File: src/include/decoder_defs.svh
`ifndef DECODER_DEFS_SVH
`define DECODER_DEFS_SVH

// datapath word width
`define DATA_W 32

// register number width, r0 to r15
`define REG_SEL_W 4

// decoded records buffered between the classifier and the control generator
`define FIFO_DEPTH 4

// fixed register numbers
`define PC_REG 4'd15
`define LR_REG 4'd14

// MOV r0, r0 with condition AL
// cond 1110, 00 I=0, opcode 1101, S=0, Rn 0, Rd 0, shift amount 0, LSL, Rm 0
`define NOP_INSTR 32'hE1A0_0000

`endif

File: src/decoder_pkg.sv
`include "decoder_defs.svh"

package decoder_pkg;

    typedef enum logic [3:0] {
        EQ, NE, CS, CC, MI, PL, VS, VC,
        HI, LS, GE, LT, GT, LE, AL, NV
    } cond_t;

    typedef struct packed {
        logic n;
        logic z;
        logic c;
        logic v;
    } flags_t;

    typedef enum logic [2:0] {
        DP_IMM_SHIFT,
        DP_REG_SHIFT,
        DP_IMM,
        BRANCH,
        UNSUPPORTED
    } instr_kind_t;

    typedef enum logic [3:0] {
        ALU_AND, ALU_EOR, ALU_SUB, ALU_RSB, ALU_ADD, ALU_ADC, ALU_SBC, ALU_RSC,
        ALU_TST, ALU_TEQ, ALU_CMP, ALU_CMN, ALU_ORR, ALU_MOV, ALU_BIC, ALU_MVN
    } alu_op_t;

    // the low two bits match the shift type field of the instruction
    typedef enum logic [2:0] {
        BARREL_LSL = 3'b000,
        BARREL_LSR = 3'b001,
        BARREL_ASR = 3'b010,
        BARREL_ROR = 3'b011,
        BARREL_RRX = 3'b100
    } barrel_op_t;

    typedef struct packed {
        instr_kind_t           kind;
        alu_op_t               opcode;
        logic                  s_bit;
        logic [`REG_SEL_W-1:0] rn;
        logic [`REG_SEL_W-1:0] rd;
        logic [`REG_SEL_W-1:0] rm;
        logic [`REG_SEL_W-1:0] rs;
        logic [4:0]            shamt;
        logic [1:0]            shift_type;
        logic [3:0]            rotate;
        logic [7:0]            imm8;
        logic [23:0]           offset;      // signed word offset of a branch
        logic                  link;
    } decoded_instr_t;

    typedef struct packed {
        logic [`REG_SEL_W-1:0] read_a_sel;
        logic [`REG_SEL_W-1:0] read_b_sel;
        logic [`REG_SEL_W-1:0] read_c_sel;
        logic [`REG_SEL_W-1:0] write_sel;
        barrel_op_t            barrel_op;
        alu_op_t               alu_op;
        logic [`DATA_W-1:0]    shift_val;
        logic [`DATA_W-1:0]    immediate;
        logic                  read_b_en;
        logic                  imm_en;
        logic                  reg_write_en;
        logic                  pc_write_en;
        logic                  lr_write_en;
        logic                  cpsr_write_en;
        logic                  shift_by_reg;
    } ctrl_word_t;

endpackage

File: src/cond_eval.sv
`timescale 1ns/10ps

module cond_eval (
    input  logic [3:0] cond,
    input  logic [3:0] flags,        // n z c v
    output logic       execute_en
);

    logic n;
    logic z;
    logic c;
    logic v;

    assign n = flags[3];
    assign z = flags[2];
    assign c = flags[1];
    assign v = flags[0];

    always_comb
    begin
        case (cond)
            4'h0:    execute_en = z;                 // EQ
            4'h1:    execute_en = !z;                // NE
            4'h2:    execute_en = c;                 // CS / HS
            4'h3:    execute_en = !c;                // CC / LO
            4'h4:    execute_en = n;                 // MI
            4'h5:    execute_en = !n;                // PL
            4'h6:    execute_en = v;                 // VS
            4'h7:    execute_en = !v;                // VC
            4'h8:    execute_en = c && !z;           // HI unsigned higher
            4'h9:    execute_en = !c || z;           // LS
            4'hA:    execute_en = (n == v);          // GE
            4'hB:    execute_en = (n != v);          // LT
            4'hC:    execute_en = !z && (n == v);    // GT
            4'hD:    execute_en = z || (n != v);     // LE
            4'hE:    execute_en = 1'b1;              // AL
            default: execute_en = 1'b0;              // NV is never taken
        endcase
    end

endmodule

File: src/instr_classifier.sv
`timescale 1ns/10ps
`include "decoder_defs.svh"

module instr_classifier (
    input  logic                        clk,
    input  logic                        rst,
    input  logic                        instr_valid,
    output logic                        instr_ready,
    input  logic [`DATA_W-1:0]          instr,
    input  decoder_pkg::flags_t         flags,
    output logic                        rec_valid,
    input  logic                        rec_ready,
    output decoder_pkg::decoded_instr_t rec
);

    logic                        live;          // low in the first cycle out of reset
    logic                        execute_en;
    decoder_pkg::cond_t          cond;
    logic [`DATA_W-1:0]          cond_instr;
    logic [3:0]                  class_bits;
    decoder_pkg::decoded_instr_t next_rec;

    assign cond = decoder_pkg::cond_t'(instr[31:28]);

    cond_eval cond_eval_inst (
        .cond       (cond),
        .flags      (flags),
        .execute_en (execute_en)
    );

    // a failed condition turns the word into a no-op
    assign cond_instr = execute_en ? instr : `NOP_INSTR;
    assign class_bits = {cond_instr[27:25], cond_instr[4]};   // ARM encoding class

    always_comb
    begin
        case (class_bits)
            4'b0000:          next_rec.kind = decoder_pkg::DP_IMM_SHIFT;
            4'b0001:          next_rec.kind = decoder_pkg::DP_REG_SHIFT;
            4'b0010, 4'b0011: next_rec.kind = decoder_pkg::DP_IMM;
            4'b1010, 4'b1011: next_rec.kind = decoder_pkg::BRANCH;
            default:          next_rec.kind = decoder_pkg::UNSUPPORTED;  // loads, stores, rest
        endcase
        next_rec.opcode     = decoder_pkg::alu_op_t'(cond_instr[24:21]);
        next_rec.s_bit      = cond_instr[20];
        next_rec.rn         = cond_instr[19:16];
        next_rec.rd         = cond_instr[15:12];
        next_rec.rm         = cond_instr[3:0];
        next_rec.rs         = cond_instr[11:8];
        next_rec.shamt      = cond_instr[11:7];
        next_rec.shift_type = cond_instr[6:5];
        next_rec.rotate     = cond_instr[11:8];
        next_rec.imm8       = cond_instr[7:0];
        next_rec.offset     = cond_instr[23:0];
        next_rec.link       = cond_instr[24];    // L bit of BL
    end

    // take a new word when empty or when the held record leaves this cycle
    assign instr_ready = live && (!rec_valid || rec_ready);

    always_ff @(posedge clk)
    begin
        if (rst)
        begin
            live      <= 1'b0;
            rec_valid <= 1'b0;
        end
        else
        begin
            live <= 1'b1;
            if (instr_valid && instr_ready)
                rec_valid <= 1'b1;
            else if (rec_ready)
                rec_valid <= 1'b0;
        end
    end

    always_ff @(posedge clk)
    begin
        if (instr_valid && instr_ready)
            rec <= next_rec;
    end

    // a stalled record must hold until the FIFO takes it
    a_rec_stable: assert property (@(posedge clk) disable iff (rst)
        rec_valid && !rec_ready |=> rec_valid && $stable(rec));

endmodule

File: src/decode_fifo.sv
`timescale 1ns/10ps

module decode_fifo #(
    parameter type payload_t = decoder_pkg::decoded_instr_t,
    parameter int  DEPTH     = 4
) (
    input  logic     clk,
    input  logic     rst,
    input  logic     in_valid,
    output logic     in_ready,
    input  payload_t in_data,
    output logic     out_valid,
    input  logic     out_ready,
    output payload_t out_data
);

    localparam int PTR_W = (DEPTH > 1) ? $clog2(DEPTH) : 1;
    localparam int CNT_W = $clog2(DEPTH + 1);

    payload_t         mem [DEPTH];
    logic [PTR_W-1:0] wr_ptr;
    logic [PTR_W-1:0] rd_ptr;
    logic [CNT_W-1:0] count;
    logic             push;
    logic             pop;

    assign in_ready  = (count != CNT_W'(DEPTH));
    assign out_valid = (count != '0);
    assign out_data  = mem[rd_ptr];

    assign push = in_valid && in_ready;
    assign pop  = out_valid && out_ready;

    always_ff @(posedge clk)
    begin
        if (rst)
        begin
            wr_ptr <= '0;
            rd_ptr <= '0;
            count  <= '0;
        end
        else
        begin
            if (push)
                wr_ptr <= (wr_ptr == PTR_W'(DEPTH - 1)) ? '0 : wr_ptr + 1'b1;
            if (pop)
                rd_ptr <= (rd_ptr == PTR_W'(DEPTH - 1)) ? '0 : rd_ptr + 1'b1;
            if (push && !pop)
                count <= count + 1'b1;
            else if (pop && !push)
                count <= count - 1'b1;
        end
    end

    always_ff @(posedge clk)
    begin
        if (push)
            mem[wr_ptr] <= in_data;    // seen at the head one cycle later at the earliest
    end

    // overflow would push count past DEPTH
    a_no_push_full: assert property (@(posedge clk) disable iff (rst)
        count == CNT_W'(DEPTH) && !pop |=> count == CNT_W'(DEPTH));

    // underflow would wrap count below zero
    a_no_pop_empty: assert property (@(posedge clk) disable iff (rst)
        count == '0 && !push |=> count == '0);

endmodule

File: src/control_gen.sv
`timescale 1ns/10ps
`include "decoder_defs.svh"

module control_gen (
    input  logic                        clk,
    input  logic                        rst,
    input  logic                        rec_valid,
    output logic                        rec_ready,
    input  decoder_pkg::decoded_instr_t rec,
    output logic                        ctrl_valid,
    input  logic                        ctrl_ready,
    output decoder_pkg::ctrl_word_t     ctrl
);

    decoder_pkg::ctrl_word_t next_ctrl;
    logic                    is_dp;
    logic                    test_op;
    logic [`DATA_W-1:0]      branch_off;

    assign is_dp = rec.kind inside {decoder_pkg::DP_IMM_SHIFT, decoder_pkg::DP_REG_SHIFT,
                                    decoder_pkg::DP_IMM};

    // compare and test ops only touch the flags
    assign test_op = rec.opcode inside {decoder_pkg::ALU_TST, decoder_pkg::ALU_TEQ,
                                        decoder_pkg::ALU_CMP, decoder_pkg::ALU_CMN};

    // word offset to bytes, sign extended
    assign branch_off = {{(`DATA_W - 26){rec.offset[23]}}, rec.offset, 2'b00};

    always_comb
    begin
        next_ctrl = '0;    // unsupported words keep every enable low
        if (is_dp)
        begin
            next_ctrl.read_a_sel    = rec.rn;
            next_ctrl.write_sel     = rec.rd;
            next_ctrl.alu_op        = rec.opcode;
            next_ctrl.cpsr_write_en = rec.s_bit;
            next_ctrl.reg_write_en  = !test_op;
            next_ctrl.pc_write_en   = (rec.rd == `PC_REG);
        end
        case (rec.kind)
            decoder_pkg::DP_IMM_SHIFT:
            begin
                next_ctrl.read_b_sel = rec.rm;
                next_ctrl.read_b_en  = 1'b1;
                next_ctrl.barrel_op  = (rec.shamt == 5'd0) ? decoder_pkg::BARREL_RRX :
                                       decoder_pkg::barrel_op_t'({1'b0, rec.shift_type});
                next_ctrl.shift_val  = {{(`DATA_W - 5){1'b0}}, rec.shamt};
            end
            decoder_pkg::DP_REG_SHIFT:
            begin
                next_ctrl.read_b_sel   = rec.rm;
                next_ctrl.read_b_en    = 1'b1;
                next_ctrl.read_c_sel   = rec.rs;    // shift amount from Rs
                next_ctrl.shift_by_reg = 1'b1;
                next_ctrl.barrel_op    = decoder_pkg::barrel_op_t'({1'b0, rec.shift_type});
            end
            decoder_pkg::DP_IMM:
            begin
                next_ctrl.imm_en    = 1'b1;
                next_ctrl.immediate = {{(`DATA_W - 8){1'b0}}, rec.imm8};
                next_ctrl.barrel_op = decoder_pkg::BARREL_LSL;
                next_ctrl.shift_val = {{(`DATA_W - 5){1'b0}}, rec.rotate, 1'b0};  // rotate * 2
            end
            decoder_pkg::BRANCH:
            begin
                // PC + offset, the extra 4 since PC already points at the next word
                next_ctrl.read_a_sel   = `PC_REG;
                next_ctrl.write_sel    = `PC_REG;
                next_ctrl.alu_op       = decoder_pkg::ALU_ADD;
                next_ctrl.imm_en       = 1'b1;
                next_ctrl.immediate    = branch_off + `DATA_W'(4);
                next_ctrl.reg_write_en = 1'b1;
                next_ctrl.pc_write_en  = 1'b1;
                next_ctrl.lr_write_en  = rec.link;
            end
            default:
            begin
                next_ctrl.barrel_op = decoder_pkg::BARREL_LSL;
            end
        endcase
    end

    assign rec_ready = !ctrl_valid || ctrl_ready;

    always_ff @(posedge clk)
    begin
        if (rst)
            ctrl_valid <= 1'b0;
        else if (rec_valid && rec_ready)
            ctrl_valid <= 1'b1;
        else if (ctrl_ready)
            ctrl_valid <= 1'b0;
    end

    always_ff @(posedge clk)
    begin
        if (rec_valid && rec_ready)
            ctrl <= next_ctrl;
    end

    // a PC write is only ever aimed at r15
    a_pc_write_sel: assert property (@(posedge clk) disable iff (rst)
        ctrl_valid && ctrl.pc_write_en |-> ctrl.write_sel == `PC_REG);

endmodule

File: src/decode_top.sv
`timescale 1ns/10ps
`include "decoder_defs.svh"

module decode_top (
    input  logic                  clk,
    input  logic                  rst,
    input  logic                  instr_valid,
    output logic                  instr_ready,
    input  logic [`DATA_W-1:0]    instr,
    input  logic [3:0]            flags,          // n z c v
    output logic                  ctrl_valid,
    input  logic                  ctrl_ready,
    output logic [`REG_SEL_W-1:0] read_a_sel,
    output logic [`REG_SEL_W-1:0] read_b_sel,
    output logic [`REG_SEL_W-1:0] read_c_sel,
    output logic [`REG_SEL_W-1:0] write_sel,
    output logic [2:0]            barrel_op,
    output logic [3:0]            alu_op,
    output logic [`DATA_W-1:0]    shift_val,
    output logic [`DATA_W-1:0]    immediate,
    output logic                  read_b_en,
    output logic                  imm_en,
    output logic                  reg_write_en,
    output logic                  pc_write_en,
    output logic                  lr_write_en,
    output logic                  cpsr_write_en,
    output logic                  shift_by_reg
);

    logic                        rec_valid;
    logic                        rec_ready;
    decoder_pkg::decoded_instr_t rec;
    logic                        q_valid;
    logic                        q_ready;
    decoder_pkg::decoded_instr_t q;
    decoder_pkg::ctrl_word_t     ctrl;

    instr_classifier instr_classifier_inst (
        .clk(clk), .rst(rst),
        .instr_valid(instr_valid), .instr_ready(instr_ready),
        .instr(instr), .flags(flags),
        .rec_valid(rec_valid), .rec_ready(rec_ready), .rec(rec)
    );

    decode_fifo #(
        .payload_t (decoder_pkg::decoded_instr_t),
        .DEPTH     (`FIFO_DEPTH)
    ) decode_fifo_inst (
        .clk(clk), .rst(rst),
        .in_valid(rec_valid), .in_ready(rec_ready), .in_data(rec),
        .out_valid(q_valid), .out_ready(q_ready), .out_data(q)
    );

    control_gen control_gen_inst (
        .clk(clk), .rst(rst),
        .rec_valid(q_valid), .rec_ready(q_ready), .rec(q),
        .ctrl_valid(ctrl_valid), .ctrl_ready(ctrl_ready), .ctrl(ctrl)
    );

    // control word out as separate datapath ports
    assign read_a_sel    = ctrl.read_a_sel;
    assign read_b_sel    = ctrl.read_b_sel;
    assign read_c_sel    = ctrl.read_c_sel;
    assign write_sel     = ctrl.write_sel;
    assign barrel_op     = ctrl.barrel_op;
    assign alu_op        = ctrl.alu_op;
    assign shift_val     = ctrl.shift_val;
    assign immediate     = ctrl.immediate;
    assign read_b_en     = ctrl.read_b_en;
    assign imm_en        = ctrl.imm_en;
    assign reg_write_en  = ctrl.reg_write_en;
    assign pc_write_en   = ctrl.pc_write_en;
    assign lr_write_en   = ctrl.lr_write_en;
    assign cpsr_write_en = ctrl.cpsr_write_en;
    assign shift_by_reg  = ctrl.shift_by_reg;

endmodule

File: config.mk
export PLATFORM = sky130hd
export DESIGN_NAME = decode_top
export DESIGN_NICKNAME = d
export VERILOG_FILES = /design/src/decoder_pkg.sv /design/src/cond_eval.sv /design/src/instr_classifier.sv /design/src/decode_fifo.sv /design/src/control_gen.sv /design/src/decode_top.sv
export VERILOG_INCLUDE_DIRS = /design/src /design/src/include
export SDC_FILE = /design/constraint.sdc
export NUM_CORES = 1
export LEC_CHECK = 0
export BUFFER_PORTS_ARGS = -buffer_cell sky130_fd_sc_hd__clkbuf_2
export CAP_MARGIN = 20
export CORE_MARGIN = 10
export CORE_UTILIZATION = 45
export CTS_CLUSTER_DIAMETER = 30
export DETAILED_ROUTE_END_ITERATION = 8
export PLACE_DENSITY = 0.73
export SYNTH_ARGS = -nofsm -noshare
export SYNTH_HDL_FRONTEND = slang
export SYNTH_SLANG_ARGS = --single-unit
File: constraint.sdc
create_clock -name clk -period 7.9 [get_ports clk]
set_input_delay 0.395 -clock clk [delete_from_list [all_inputs] [get_ports clk]]
set_output_delay 0.395 -clock clk [all_outputs]
set_load 0.1 [all_outputs]
Word level (Yosys, flattened, before mapping)
Memories as Yosys holds them, arrays and structs flattened. A register that Yosys moved wholly into a read port is not among the register bits. Cells that the tools add are included.

Bits in latches: 0. Register bits after elaboration: 168. Input port bits: 40. Memories kept: 1. Output and inout port bits: 96. RAM bits: 272. Word-level logic and storage cells: 136. Bits in read-only memories: 0.

Eq/ne operators: 32. Multiplexer cells: 27. Magnitude comparators: 0. Bitwise gates (word level): 1. Multipliers: 0. Shift-type cells: 0. $add $sub $neg: 5. Divide/modulo/power cells: 0. Reductions and logical operators: 36.

Memory list: decode_fifo_inst.mem (depth 4, bits a word 68, rd ports 1, clocked after memory_dff 1, wr ports 1, line decode_fifo.sv:20) `payload_t mem [DEPTH];`.

Operator list (number): case mux 32 bit (2 select lines) (1); == test 4 bit (second input constant) (14); 2-to-1 mux 28 bit (1); adder 26 x 4 -> 27 bit (second input constant) (1); == test 4 x 2 -> 1 bit (second input constant) (4); == test 4 x 3 -> 1 bit (second input constant) (4); case mux 1 bit (15 select lines) (1); 2-to-1 mux 3 bit (4); case mux 3 bit (4 select lines) (1); 2-to-1 mux 1 bit (10); 2-to-1 mux 2 bit (5); case mux 5 bit (2 select lines) (1); OR reduction 2 bit (5); zero test 1 bit (9); == test 4 x 1 -> 1 bit (second input constant) (2); logical AND 1 bit (8); zero test 4 bit (2); 2-to-1 mux 4 bit (2); == test 3 x 2 -> 1 bit (second input constant) (2); case mux 3 bit (2 select lines) (1); nonzero test 2 bit (3); nonzero test 3 bit (2); zero test 5 bit (1); adder 2 x 1 -> 2 bit (second input constant) (2); other kinds (11) (15).

Logic depth before layout (Yosys ltp)
Gate-level depths: netlist of the first run.

Word-level depth: 7. Mapped depth: 9. Gate-level depth less buffers: 9.

Modules after synthesis
From an unflattened synthesis of the first run, not the netlist that was laid out.

Cell total of the unflattened synthesis: 821. Area, all modules: 15064.4 sq um.

By module, submodules not included: decode_fifo (seq. area each 8348.0 sq um, area an instance 10283.6 sq um, instances 1, cells an instance 404); control_gen (seq. area each 1881.8 sq um, area an instance 3159.3 sq um, instances 1, cells an instance 278); instr_classifier (seq. area each 880.8 sq um, area an instance 1427.6 sq um, instances 1, cells an instance 111); cond_eval (seq. area each 0.0 sq um, area an instance 193.9 sq um, instances 1, cells an instance 28).

Worst setup path after synthesis of the first run
Ideal clock, no wire load.

Path type: register -> register. From: register control_gen_inst.ctrl_valid. To: register decode_fifo_inst.count[2]. Period minus slack after synthesis: 5.340 ns. Data required time: 7.830 ns. Library setup time: 0.070 ns. Slack: 2.560 ns. Arrival: 5.270 ns. Path buffers: 0. Cell stages (with the launch flop): 9. Path through: dfxtp_1 > a21oi_1 > inv_1 > ha_1 > inv_1 > fa_1 > xor2_1 > or3_1 > a21oi_1.

Cells in the longest elaborated chain, start to end: 6. Elaborated cells on any way between the ends: 8. Classes of those cells: mux (1); reduce/logical (7).

Ends and longest elaborated chain: from (decl) (line control_gen.sv:10) `output logic ctrl_valid,`; from (signal assigned) (line control_gen.sv:90) `ctrl_valid <= 1'b0;`; from (signal assigned) (line control_gen.sv:92) `ctrl_valid <= 1'b1;`; from (signal assigned) (line control_gen.sv:94) `ctrl_valid <= 1'b0;`; zero test 1 bit * (line control_gen.sv:85) `assign rec_ready = !ctrl_valid || ctrl_ready;`; logical OR 1 bit * (line control_gen.sv:85); logical AND 1 bit * (line decode_fifo.sv:32) `assign pop = out_valid && out_ready;`; via decode_fifo_inst.pop (line decode_fifo.sv:25) `logic pop;`; zero test 1 bit (line decode_fifo.sv:48) `if (push && !pop)`; logical AND 1 bit (line decode_fifo.sv:48); 2-to-1 mux 3 bit or nonzero test 2 bit (tied branches); to (signal assigned) (line decode_fifo.sv:49) `count <= count + 1'b1;`; to (signal assigned) (line decode_fifo.sv:51) `count <= count - 1'b1;`; to (decl) (line decode_fifo.sv:23) `logic [CNT_W-1:0] count;`.

The timed path passes the listed nets; every way through them passes the cells marked *. A chain may end at the register's enable or synchronous reset.

==> impl_metrics.csv, run 1 <==
group,metric,value,unit
finish,antenna_cells,0,
placed_design,gp_congestion,0.808,
setup_path,critPathKind,"flop to flop",
clocking,cts_setup_buffers,0,
global_routing,grt_max_degree,66,
die,rows,51,
setup_path,cpPeakStageDelay,940,ps
routing,drt_wl_total,17700,um
routing,first_iter_violations,277,
routing,dr.pass1.iters,5,
global_routing,grt_pass1_wl,28200,um
sta,slew_violations,0,
die,die_w,161,um
clocking,clk_pin_slew,50,ps
clocking,cts-root-buf,"clkbuf_16",
die,core_area,19500,sq um
clocking,cts_num_sinks,214,
sta,setup_viol,0,
setup_path,ff2ff_setup_slack,4840,ps
sta,min_period_over_period,38.7,%
global_routing,antenna_found_initial,0,
finish,n_fill_cell,1541,
finish,final_common_cell,"edfxtp_1",
sta,rsz0062_at_grt,"no",
setup_path,crit_family,"multiplexers",
setup_path,cp-end-kind,"flop",
hold_path,hold_depth,2,
yosys,synth_area,8960,sq um
job,drv_cap,0,
setup_path,regToRegEndpoint,"control_gen_inst.ctrl[91]",
hold_path,min_to,"instr_classifier_inst.rec[22]",
routing,drtAntennaViolNets,0,
routing,wl_per_cell,18.2,um
finish,fin_nets,729,
yosys,synth_cell_types,54,
clocking,cts_buffers,34,
global_routing,grt_pass1_vias,5276,
yosys,syn_area_per_cell,16.2,sq um
sta,finalHoldViolCount,0,
die,dieArea,26000,sq um
placed_design,post_dp_cell_area,9640,sq um
sta,clock_skew,18.2,ps
sta,fmax,327,MHz
die,start_util,45.9,%
routing,drc,0,
placed_design,dp_hpwl,11900,um
setup_path,cpMaxStageDelayCell,"mux4_1",
finish,fin_area,10800,sq um
global_routing,grtUsageTotal,13.5,%
setup_path,crit_chain,"buf_4 > mux4_1 > nand2_1 > o21ai_0",
yosys,ys_seq_area_share,70.4,%
clocking,clkLatencyLatePin,500,ps
setup_path,start_kind,"flop",
finish,most-common-layout-cells,"edfxtp_1, clkbuf_2, clkbuf_16, nor2_1, conb_1",
clocking,cts_tree,"done",
routing,vias,5013,
hold_path,hp-class,"input port to flop",
sta,fin_setup_tns,0,ps
clocking,htree_levels,2,
routing,via_per_inst,5.16,
yosys,ys_ff_latch,214,
placed_design,port-buffer-count,108,
global_routing,globalRouteOverflowTotal,0,
clocking,postCtsHoldBufs,0,
clocking,cts_max_path_buffers,3,
setup_path,cp.arrival,3240,ps
die,die_h,161,um
sta,slew_headroom,26.2,%
clocking,cts-resized-gates,0,
die,io_pins,136,
hold_path,hold_path_startpoint,"instr[21]",
setup_path,worstPathRequired,8080,ps
yosys,yosys_warnings,0,
setup_path,worst-path-buf-inv,1,
sta,final.min_clock_period,3060,ps
run_status,outcome,"finished clean",
setup_path,crit_fanout,29,
finish,area_delta_synth_final,20.8,%
yosys,netlist_instances,554,
sta,holdWs,175,ps
finish,drive_above_1_share,28.9,%
sta,tightestPinTransition,1110,ps
setup_path,ff2ff_path_depth,4,
cells by family (layout without fill, tap and decap cells):
logic type      count (synthesis)  in the layout  synth area share (%)
flops                         214            214                  70.4
other cells                     1             27                0.0418
xor+xnor                       15             15                  1.47
simple gates                  153            153                  9.89
mux                            35             35                  8.18
compound gates                 57             57                  3.94
buf+inv                        71            198                  4.91
fa+ha+maj                       8              8                  1.20
metrics by stage:
stage               instances  worst slack (ps)  util [%]
finish                    972              4840      55.4
global route              972              4620      55.4
CTS                       972              4820      55.4
detailed placement        910              4840      49.4
global placement          910              4990      49.4
floorplan                 580              2560         -
sequential cells by signal, indices dropped and copies added (netlist names), named ones only:
signal,cells
control_gen_inst.ctrl,62
control_gen_inst.ctrl_valid,1
decode_fifo_inst.count,3
decode_fifo_inst.mem,112
decode_fifo_inst.rd_ptr,2
decode_fifo_inst.wr_ptr,2
instr_classifier_inst.live,1
instr_classifier_inst.rec,28
instr_classifier_inst.rec_valid,1
worst max path at each step:
stage / slack, ps / start / cells past startpoint / endpoint
6_report: 4840 / flop / 4 / control_gen_inst.ctrl[91]
5_1_grt: 4620 / flop / 4 / control_gen_inst.ctrl[91]
4_1_cts: 4820 / flop / 4 / control_gen_inst.ctrl[91]
3_5_place_dp: 4840 / flop / 4 / control_gen_inst.ctrl[91]
3_3_place_gp: 4990 / flop / 4 / control_gen_inst.ctrl[90]
2_1_floorplan: 2560 / control_gen_inst.ctrl_valid / 8 / decode_fifo_inst.count[2]
routing by layer:
layer  track usage [%]  part of all wire, %  up-vias
met5                 0                    0        -
met4              6.41                  2.8        0
met3              4.50                  8.0       45
met2              21.8                   48      176
met1              15.9                   41     2461
li1                  -                    -     2331
Yosys cell counts, drive strengths merged:
| master | number | share of area (%) |
|---|---|---|
| a211oi | 5 | 0.42 |
| a21boi | 1 | 0.084 |
| a21oi | 21 | 1.2 |
| a221oi | 1 | 0.29 |
| a311oi | 1 | 0.098 |
| a31o | 2 | 0.20 |
| a31oi | 1 | 0.070 |
| a32o | 1 | 0.11 |
| and2 | 17 | 1.2 |
| and3 | 12 | 0.96 |
| and4 | 6 | 0.61 |
| buf | 48 | 4.0 |
| clkbuf | 3 | 0.13 |
| conb | 1 | 0.042 |
| dfxtp | 12 | 2.7 |
| edfxtp | 202 | 68 |
| fa | 1 | 0.22 |
| ha | 7 | 0.98 |
| inv | 20 | 0.84 |
| mux2 | 2 | 0.25 |
| mux2i | 5 | 0.56 |
| mux4 | 28 | 7.4 |
| nand2 | 14 | 0.59 |
| nand2b | 4 | 0.36 |
| nand3 | 9 | 0.50 |
| nand4 | 11 | 0.91 |
| nor2 | 32 | 1.3 |
| nor2b | 24 | 1.7 |
| nor3 | 8 | 0.45 |
| nor3b | 3 | 0.25 |
| nor4 | 3 | 0.28 |
| nor4b | 1 | 0.098 |
| o21a | 1 | 0.084 |
| o21ai | 19 | 1.1 |
| o2bb2ai | 1 | 0.098 |
| o31ai | 3 | 0.25 |
| or2 | 3 | 0.21 |
| or3 | 5 | 0.35 |
| or4 | 1 | 0.084 |
| xnor2 | 10 | 0.98 |
| xor2 | 5 | 0.49 |
area by class of cell:
class	instances	area, sq um	share of cell area, %
multi-input cells	295	2320	21.5
clock inverters	20	244	2.25
well taps	265	332	3.06
repair buffers	116	601	5.55
flip-flops and latches	214	6310	58.3
clock buffers	42	945	8.73
inverters	20	75.1	0.693
worst reg2reg max path: stages (launching register included):
cell and delay, ps:
dfxtp_1 310, buf_4 440, mux4_1 960, nand2_1 740, o21ai_0 290
Power of run 1 is left out: the tool's default activity adds up to more than one toggle a clock period on the data nets, which glitch-free logic cannot reach.
==> run 2, diff against run 1 <==
PLACE_DENSITY = 0.76   (was 0.73)
clock period = 2.5 ns   (was 7.9 ns; I/O delays follow)
==> run 2 against run 1 <==
Compared with the run above:
- via count is 2.4% higher
- critical path depth rose by 3
- clock skew is 1.1 ps lower
- maximum frequency up 32%
- non-clock buffer count increased by 34
- worst setup slack worse by 4700 ps
- global-route usage barely moved
- flip-flop and latch count stayed put
- clock-buffer cell count is 3 lower
- final area grew 2.7%
- critical endpoint is now control_gen_inst.ctrl[29]
- largest cell class unchanged
==> impl_metrics.csv, run 2 (synthesis gave the netlist of run 1 again) <==
group,metric,value,unit
placed_design,gp_congestion,0.841,
finish,fin_nets,764,
routing,dr.pass1.iters,5,
sta,slew_violations,0,
setup_path,ff2ff_setup_slack,190,ps
run_status,outcome,"finished clean",
global_routing,grt_max_degree,65,
setup_path,critPathKind,"flop to flop",
hold_path,hold_depth,3,
setup_path,worstPathRequired,2840,ps
setup_path,crit_fanout,29,
die,io_pins,136,
hold_path,hold_path_startpoint,"instr[25]",
die,dieArea,26000,sq um
clocking,cts_tree,"done",
sta,fmax,433,MHz
global_routing,grt_pass1_vias,5346,
sta,holdWs,21.7,ps
finish,drive_above_1_share,28.9,%
clocking,cts_buffers,35,
job,drv_cap,0,
placed_design,post_dp_cell_area,9720,sq um
finish,top_regs,"decode_fifo_inst.mem: 112 flops, control_gen_inst.ctrl: 62 flops, instr_classifier_inst.rec: 28 flops",
finish,largest_reg_flops,112,
global_routing,globalRouteOverflowTotal,0,
placed_design,dpl_worst_slack,188,ps
die,die_h,161,um
setup_path,cp-end-kind,"flop",
sta,final.min_clock_period,2310,ps
clocking,cts_setup_buffers,0,
setup_path,ff2ff_path_depth,7,
placed_design,dp_hpwl,11800,um
finish,antenna_cells,0,
setup_path,crit_chain,"buf_12 > mux4_2 > ha_1 > and4_1 > nand4_2 > or3_1 > a21oi_1",
clocking,clkLatencyLatePin,490,ps
clocking,cts-resized-gates,0,
routing,wl_per_cell,17.6,um
clocking,cts_max_path_buffers,3,
finish,largest_register,"decode_fifo_inst.mem",
setup_path,cp.arrival,2650,ps
global_routing,grtUsageTotal,13.5,%
sta,min_period_over_period,92.4,%
sta,setup_viol,0,
finish,area_delta_synth_final,24.1,%
sta,clock_skew,17.1,ps
die,rows,51,
global_routing,grt_pass1_wl,28300,um
clocking,cts_num_sinks,214,
finish,final_common_cell,"edfxtp_1",
routing,vias,5131,
routing,drt_wl_total,17700,um
global_routing,antenna_found_initial,0,
sta,finalHoldViolCount,0,
clocking,cts-root-buf,"clkbuf_16",
die,core_area,19500,sq um
finish,most-common-layout-cells,"edfxtp_1, clkbuf_2, clkbuf_16, nor2_1, dlygate4sd3_1",
clocking,htree_levels,2,
sta,slew_headroom,46.6,%
setup_path,cpMaxStageDelayCell,"dfxtp_1",
routing,drtAntennaViolNets,0,
placed_design,port-buffer-count,108,
clocking,clk_pin_slew,50,ps
setup_path,cpPeakStageDelay,360,ps
sta,rsz0062_at_grt,"no",
hold_path,hp-class,"input port to flop",
hold_path,min_to,"instr_classifier_inst.rec[66]",
setup_path,start_kind,"flop",
sta,tightestPinTransition,801,ps
routing,via_per_inst,5.10,
die,die_w,161,um
die,start_util,45.9,%
setup_path,regToRegEndpoint,"control_gen_inst.ctrl[29]",
routing,drc,0,
sta,fin_ws,191,ps
clocking,postCtsHoldBufs,29,
routing,first_iter_violations,332,
finish,fin_area,11100,sq um
==> run 2: changes by cell type in the layout (fill, tap and decap cells not counted), moves of 2 or more <==
cell	previous run	this run
inv_6	2	4
buf_12	0	3
dlygate4sd3_1	0	29
buf_4	8	10
clkinv_2	1	5
clkinv_1	3	6
bufinv_16	4	1
clkbuf_1	5	2
clkinv_4	5	3
==> run 2: how the worst max path moves through the flow <==
stage | start | endpoint | slack (ps) | cells after the start
finish | flop | control_gen_inst.ctrl[29] | 190 | 7
global route | flop | control_gen_inst.ctrl[83] | 50 | 6
CTS | flop | control_gen_inst.ctrl[29] | 180 | 7
detailed placement | flop | control_gen_inst.ctrl[29] | 190 | 7
global placement | flop | control_gen_inst.ctrl[39] | 220 | 4
floorplan | control_gen_inst.ctrl_valid | decode_fifo_inst.count[2] | -280 | 8
==> run 2: area by class of cell <==
class / count / area, sq um
Fill cell: 1512 / 8410
Sequential cell: 214 / 6310
Multi-Input combinational cell: 295 / 2330
Timing Repair Buffer: 150 / 966
Clock buffer: 39 / 933
Tap cell: 265 / 332
Clock inverter: 23 / 173
Inverter: 20 / 75.1
==> run 2: metrics by stage <==
step | setup TNS, ps | instances | utilization [%]
floorplan | -524 | 580 | -
global placement | 0 | 915 | 49.8
detailed placement | 0 | 915 | 49.8
CTS | 0 | 1006 | 56.9
global route | 0 | 1006 | 56.9
finish | 0 | 1006 | 56.9
==> run 2: metal layers <==
metal,vias to the layer above,routed length (um),global-route usage (%),part of all wire [%]
li1,2393,-,-,-
met1,2491,6890,15.7,39
met2,206,8970,22.8,51
met3,41,1370,3.91,7.7
met4,0,518,5.83,2.9
met5,-,0,0,0
==> run 2: worst max-delay path, delay by kind of cell (launching register included) <==
family                   cells  cell delay (ps)
AO/OA/AOI/OAI                1              160
flip-flops                   1              360
buffers and inverters        1              240
multiplexers                 1              330
AND/OR/NAND/NOR              3              820
adder cells (fa/ha/maj)      1              250
Power of run 2 is left out for the same reason.
==> run 3, diff against run 2 <==
ABC_AREA = 1   (was unset)
==> run 3 against run 2 <==
Compared with the run above:
- via count is 22% higher
- flip-flop and latch count stayed put
- die area increased by 3.1%
- global-route usage rose by 0.61 points
- sequential share of layout area fell by 0.94 points
- register-to-register slack improved by 110 ps
- first-iteration DRC count up 51%
- worst setup slack improved by 110 ps
- highest routed layer unchanged
==> impl_metrics.csv, run 3 <==
group,metric,value,unit
global_routing,grt_pass1_vias,6231,
setup_path,ff2ff_setup_slack,300,ps
yosys,async_flop_share,0,%
placed_design,dp_hpwl,13300,um
job,drv_cap,0,
die,io_pins,136,
yosys,synth-main-ff-cell,"edfxtp_1",
yosys,synth_edf_count,202,
finish,fin_nets,1058,
finish,drive_above_1_share,21.2,%
sta,final.min_clock_period,2200,ps
yosys,synth_largest_area_cell,"edfxtp_1",
sta,setup_viol,0,
sta,slew_headroom,49.0,%
yosys,syn_area_per_cell,11.0,sq um
clocking,cts_num_sinks,214,
clocking,cts-root-buf,"clkbuf_16",
routing,drtAntennaViolNets,0,
sta,finalHoldViolCount,0,
die,core_area,20200,sq um
setup_path,crit_fanout,10,
yosys,yosys-top-cells-count,"edfxtp_1, nand2_1, nor2_1, inv_1, nand3_1",
clocking,clk_pin_slew,60,ps
placed_design,gp_congestion,0.857,
global_routing,grtUsageTotal,14.1,%
sta,fmax,454,MHz
global_routing,globalRouteOverflowTotal,0,
yosys,yosys_warnings,0,
die,dieArea,26800,sq um
setup_path,worstPathRequired,2790,ps
routing,via_per_inst,4.81,
placed_design,port-buffer-count,108,
sta,clock_skew,9.38,ps
clocking,cts_setup_buffers,0,
setup_path,cp-end-kind,"flop",
finish,most-common-layout-cells,"nand2_1, edfxtp_1, clkbuf_2, nor2_1, inv_1",
clocking,clkLatencyLatePin,540,ps
yosys,netlist_instances,845,
yosys,ys_seq_area_share,68.0,%
global_routing,antenna_found_initial,0,
clocking,cts_max_path_buffers,3,
setup_path,regToRegEndpoint,"control_gen_inst.ctrl[37]",
yosys,ys_ff_latch,214,
setup_path,cp.arrival,2500,ps
run_status,outcome,"finished clean",
setup_path,crit_end,"control_gen_inst.ctrl[37]",
routing,drc,0,
finish,top_regs,"decode_fifo_inst.mem: 112 flops, control_gen_inst.ctrl: 62 flops, instr_classifier_inst.rec: 28 flops",
sta,tightestPinTransition,765,ps
die,die_h,164,um
setup_path,start_kind,"flop",
sta,min_period_over_period,88.2,%
yosys,synth_cell_types,37,
setup_path,critPathKind,"flop to flop",
die,rows,52,
global_routing,grt_pass1_wl,31300,um
finish,largest_register,"decode_fifo_inst.mem",
yosys,synth_top_area_share,65.4,%
global_routing,grt_max_degree,67,
routing,first_iter_violations,501,
routing,dr.pass1.iters,5,
routing,drt_wl_total,19200,um
routing,wl_per_cell,14.8,um
finish,largest_reg_flops,112,
setup_path,ff2ff_path_depth,12,
clocking,cts_tree,"done",
finish,antenna_cells,0,
finish,final_cells,1298,
placed_design,dpl_worst_slack,269,ps
yosys,synth_area,9280,sq um
hold_path,hp-class,"input port to flop",
routing,vias,6245,
sta,fin_ws,296,ps
die,start_util,45.8,%
clocking,cts_buffers,29,
clocking,htree_levels,1,
sta,rsz0062_at_grt,"no",
die,die_w,164,um
finish,n_fill_cell,1659,
sta,slew_violations,0,
yosys,synth.area.top_cells,"edfxtp_1, nand2_1, nor2_1",
placed_design,dp.cells,1217,
finish,area_delta_synth_final,21.9,%
run 3: kinds of logic (layout without fill, tap and decap cells):
family,count (synthesis),in the layout,share of synthesized area [%]
flops,214,214,68.0
compound gates,57,57,3.33
buf+inv,140,297,7.72
xor+xnor,6,6,0.567
simple gates,419,419,19.2
fa+ha+maj,8,8,1.16
other cells,1,27,0.0404
run 3: layer usage:
metal  wire length, um  share of wire (%)  GRT usage, %  up-vias
met5                 0                  0             0        -
met4               438                2.3          4.59        0
met3              1450                7.5          2.39       45
met2              9040                 47          23.1      266
met1              8250                 43          18.6     2828
li1                  -                  -             -     3106
run 3: how the worst min path moves through the flow:
stage	slack [ps]	cells past startpoint	start	to
2_1_floorplan	200	1	rst	decode_fifo_inst.count[0]
3_3_place_gp	330	2	rst	decode_fifo_inst.count[0]
3_5_place_dp	340	2	rst	decode_fifo_inst.count[0]
4_1_cts	3	4	instr[27]	instr_classifier_inst.rec[67]
5_1_grt	40	4	instr[27]	instr_classifier_inst.rec[67]
6_report	20	4	instr[27]	instr_classifier_inst.rec[67]
run 3: repair_timing:
item | CTS | global route
hold buffers | 32 | 0
endpoints found under the hold margin | 33 | 0
gates resized for setup | 0 | 1
endpoints found under the setup margin | 0 | 2
run 3: worst max-delay path, stage by stage, from the launching register on:
cell	delay, ps
dfxtp_2	370
buf_4	180
nand2_1	90
nand3_1	80
nand2_1	130
ha_1	180
inv_1	50
nor2_2	190
nand3_2	170
nor2_4	230
nand4_1	120
nand2_1	110
nor2_1	60
run 3: layout make-up:
| class | count | area, sq um | share of cell area (%) |
|---|---|---|---|
| timing repair buffer | 163 | 1030 | 9.14 |
| clock inverter | 19 | 198 | 1.75 |
| tap | 270 | 338 | 2.99 |
| sequential | 214 | 6310 | 55.8 |
| inverter | 85 | 319 | 2.82 |
| multi-input combinational | 517 | 2380 | 21.0 |
| clock buffer | 30 | 729 | 6.45 |
run 3: metrics by stage:
| step | hold slack, ps | setup TNS, ps | util, % | cell area (sq um) |
|---|---|---|---|---|
| final | 18.8 | 0 | 55.9 | 11300 |
| after global placement | 335 | 0 | 49.7 | 10100 |
| after detailed placement | 341 | 0 | 49.7 | 10100 |
| after floorplan | 197 | -518 | - | 9390 |
| after global routing | 44.6 | 0 | 55.9 | 11300 |
| after CTS | 3.41 | 0 | 55.9 | 11300 |
Power of run 3 is left out for the same reason.
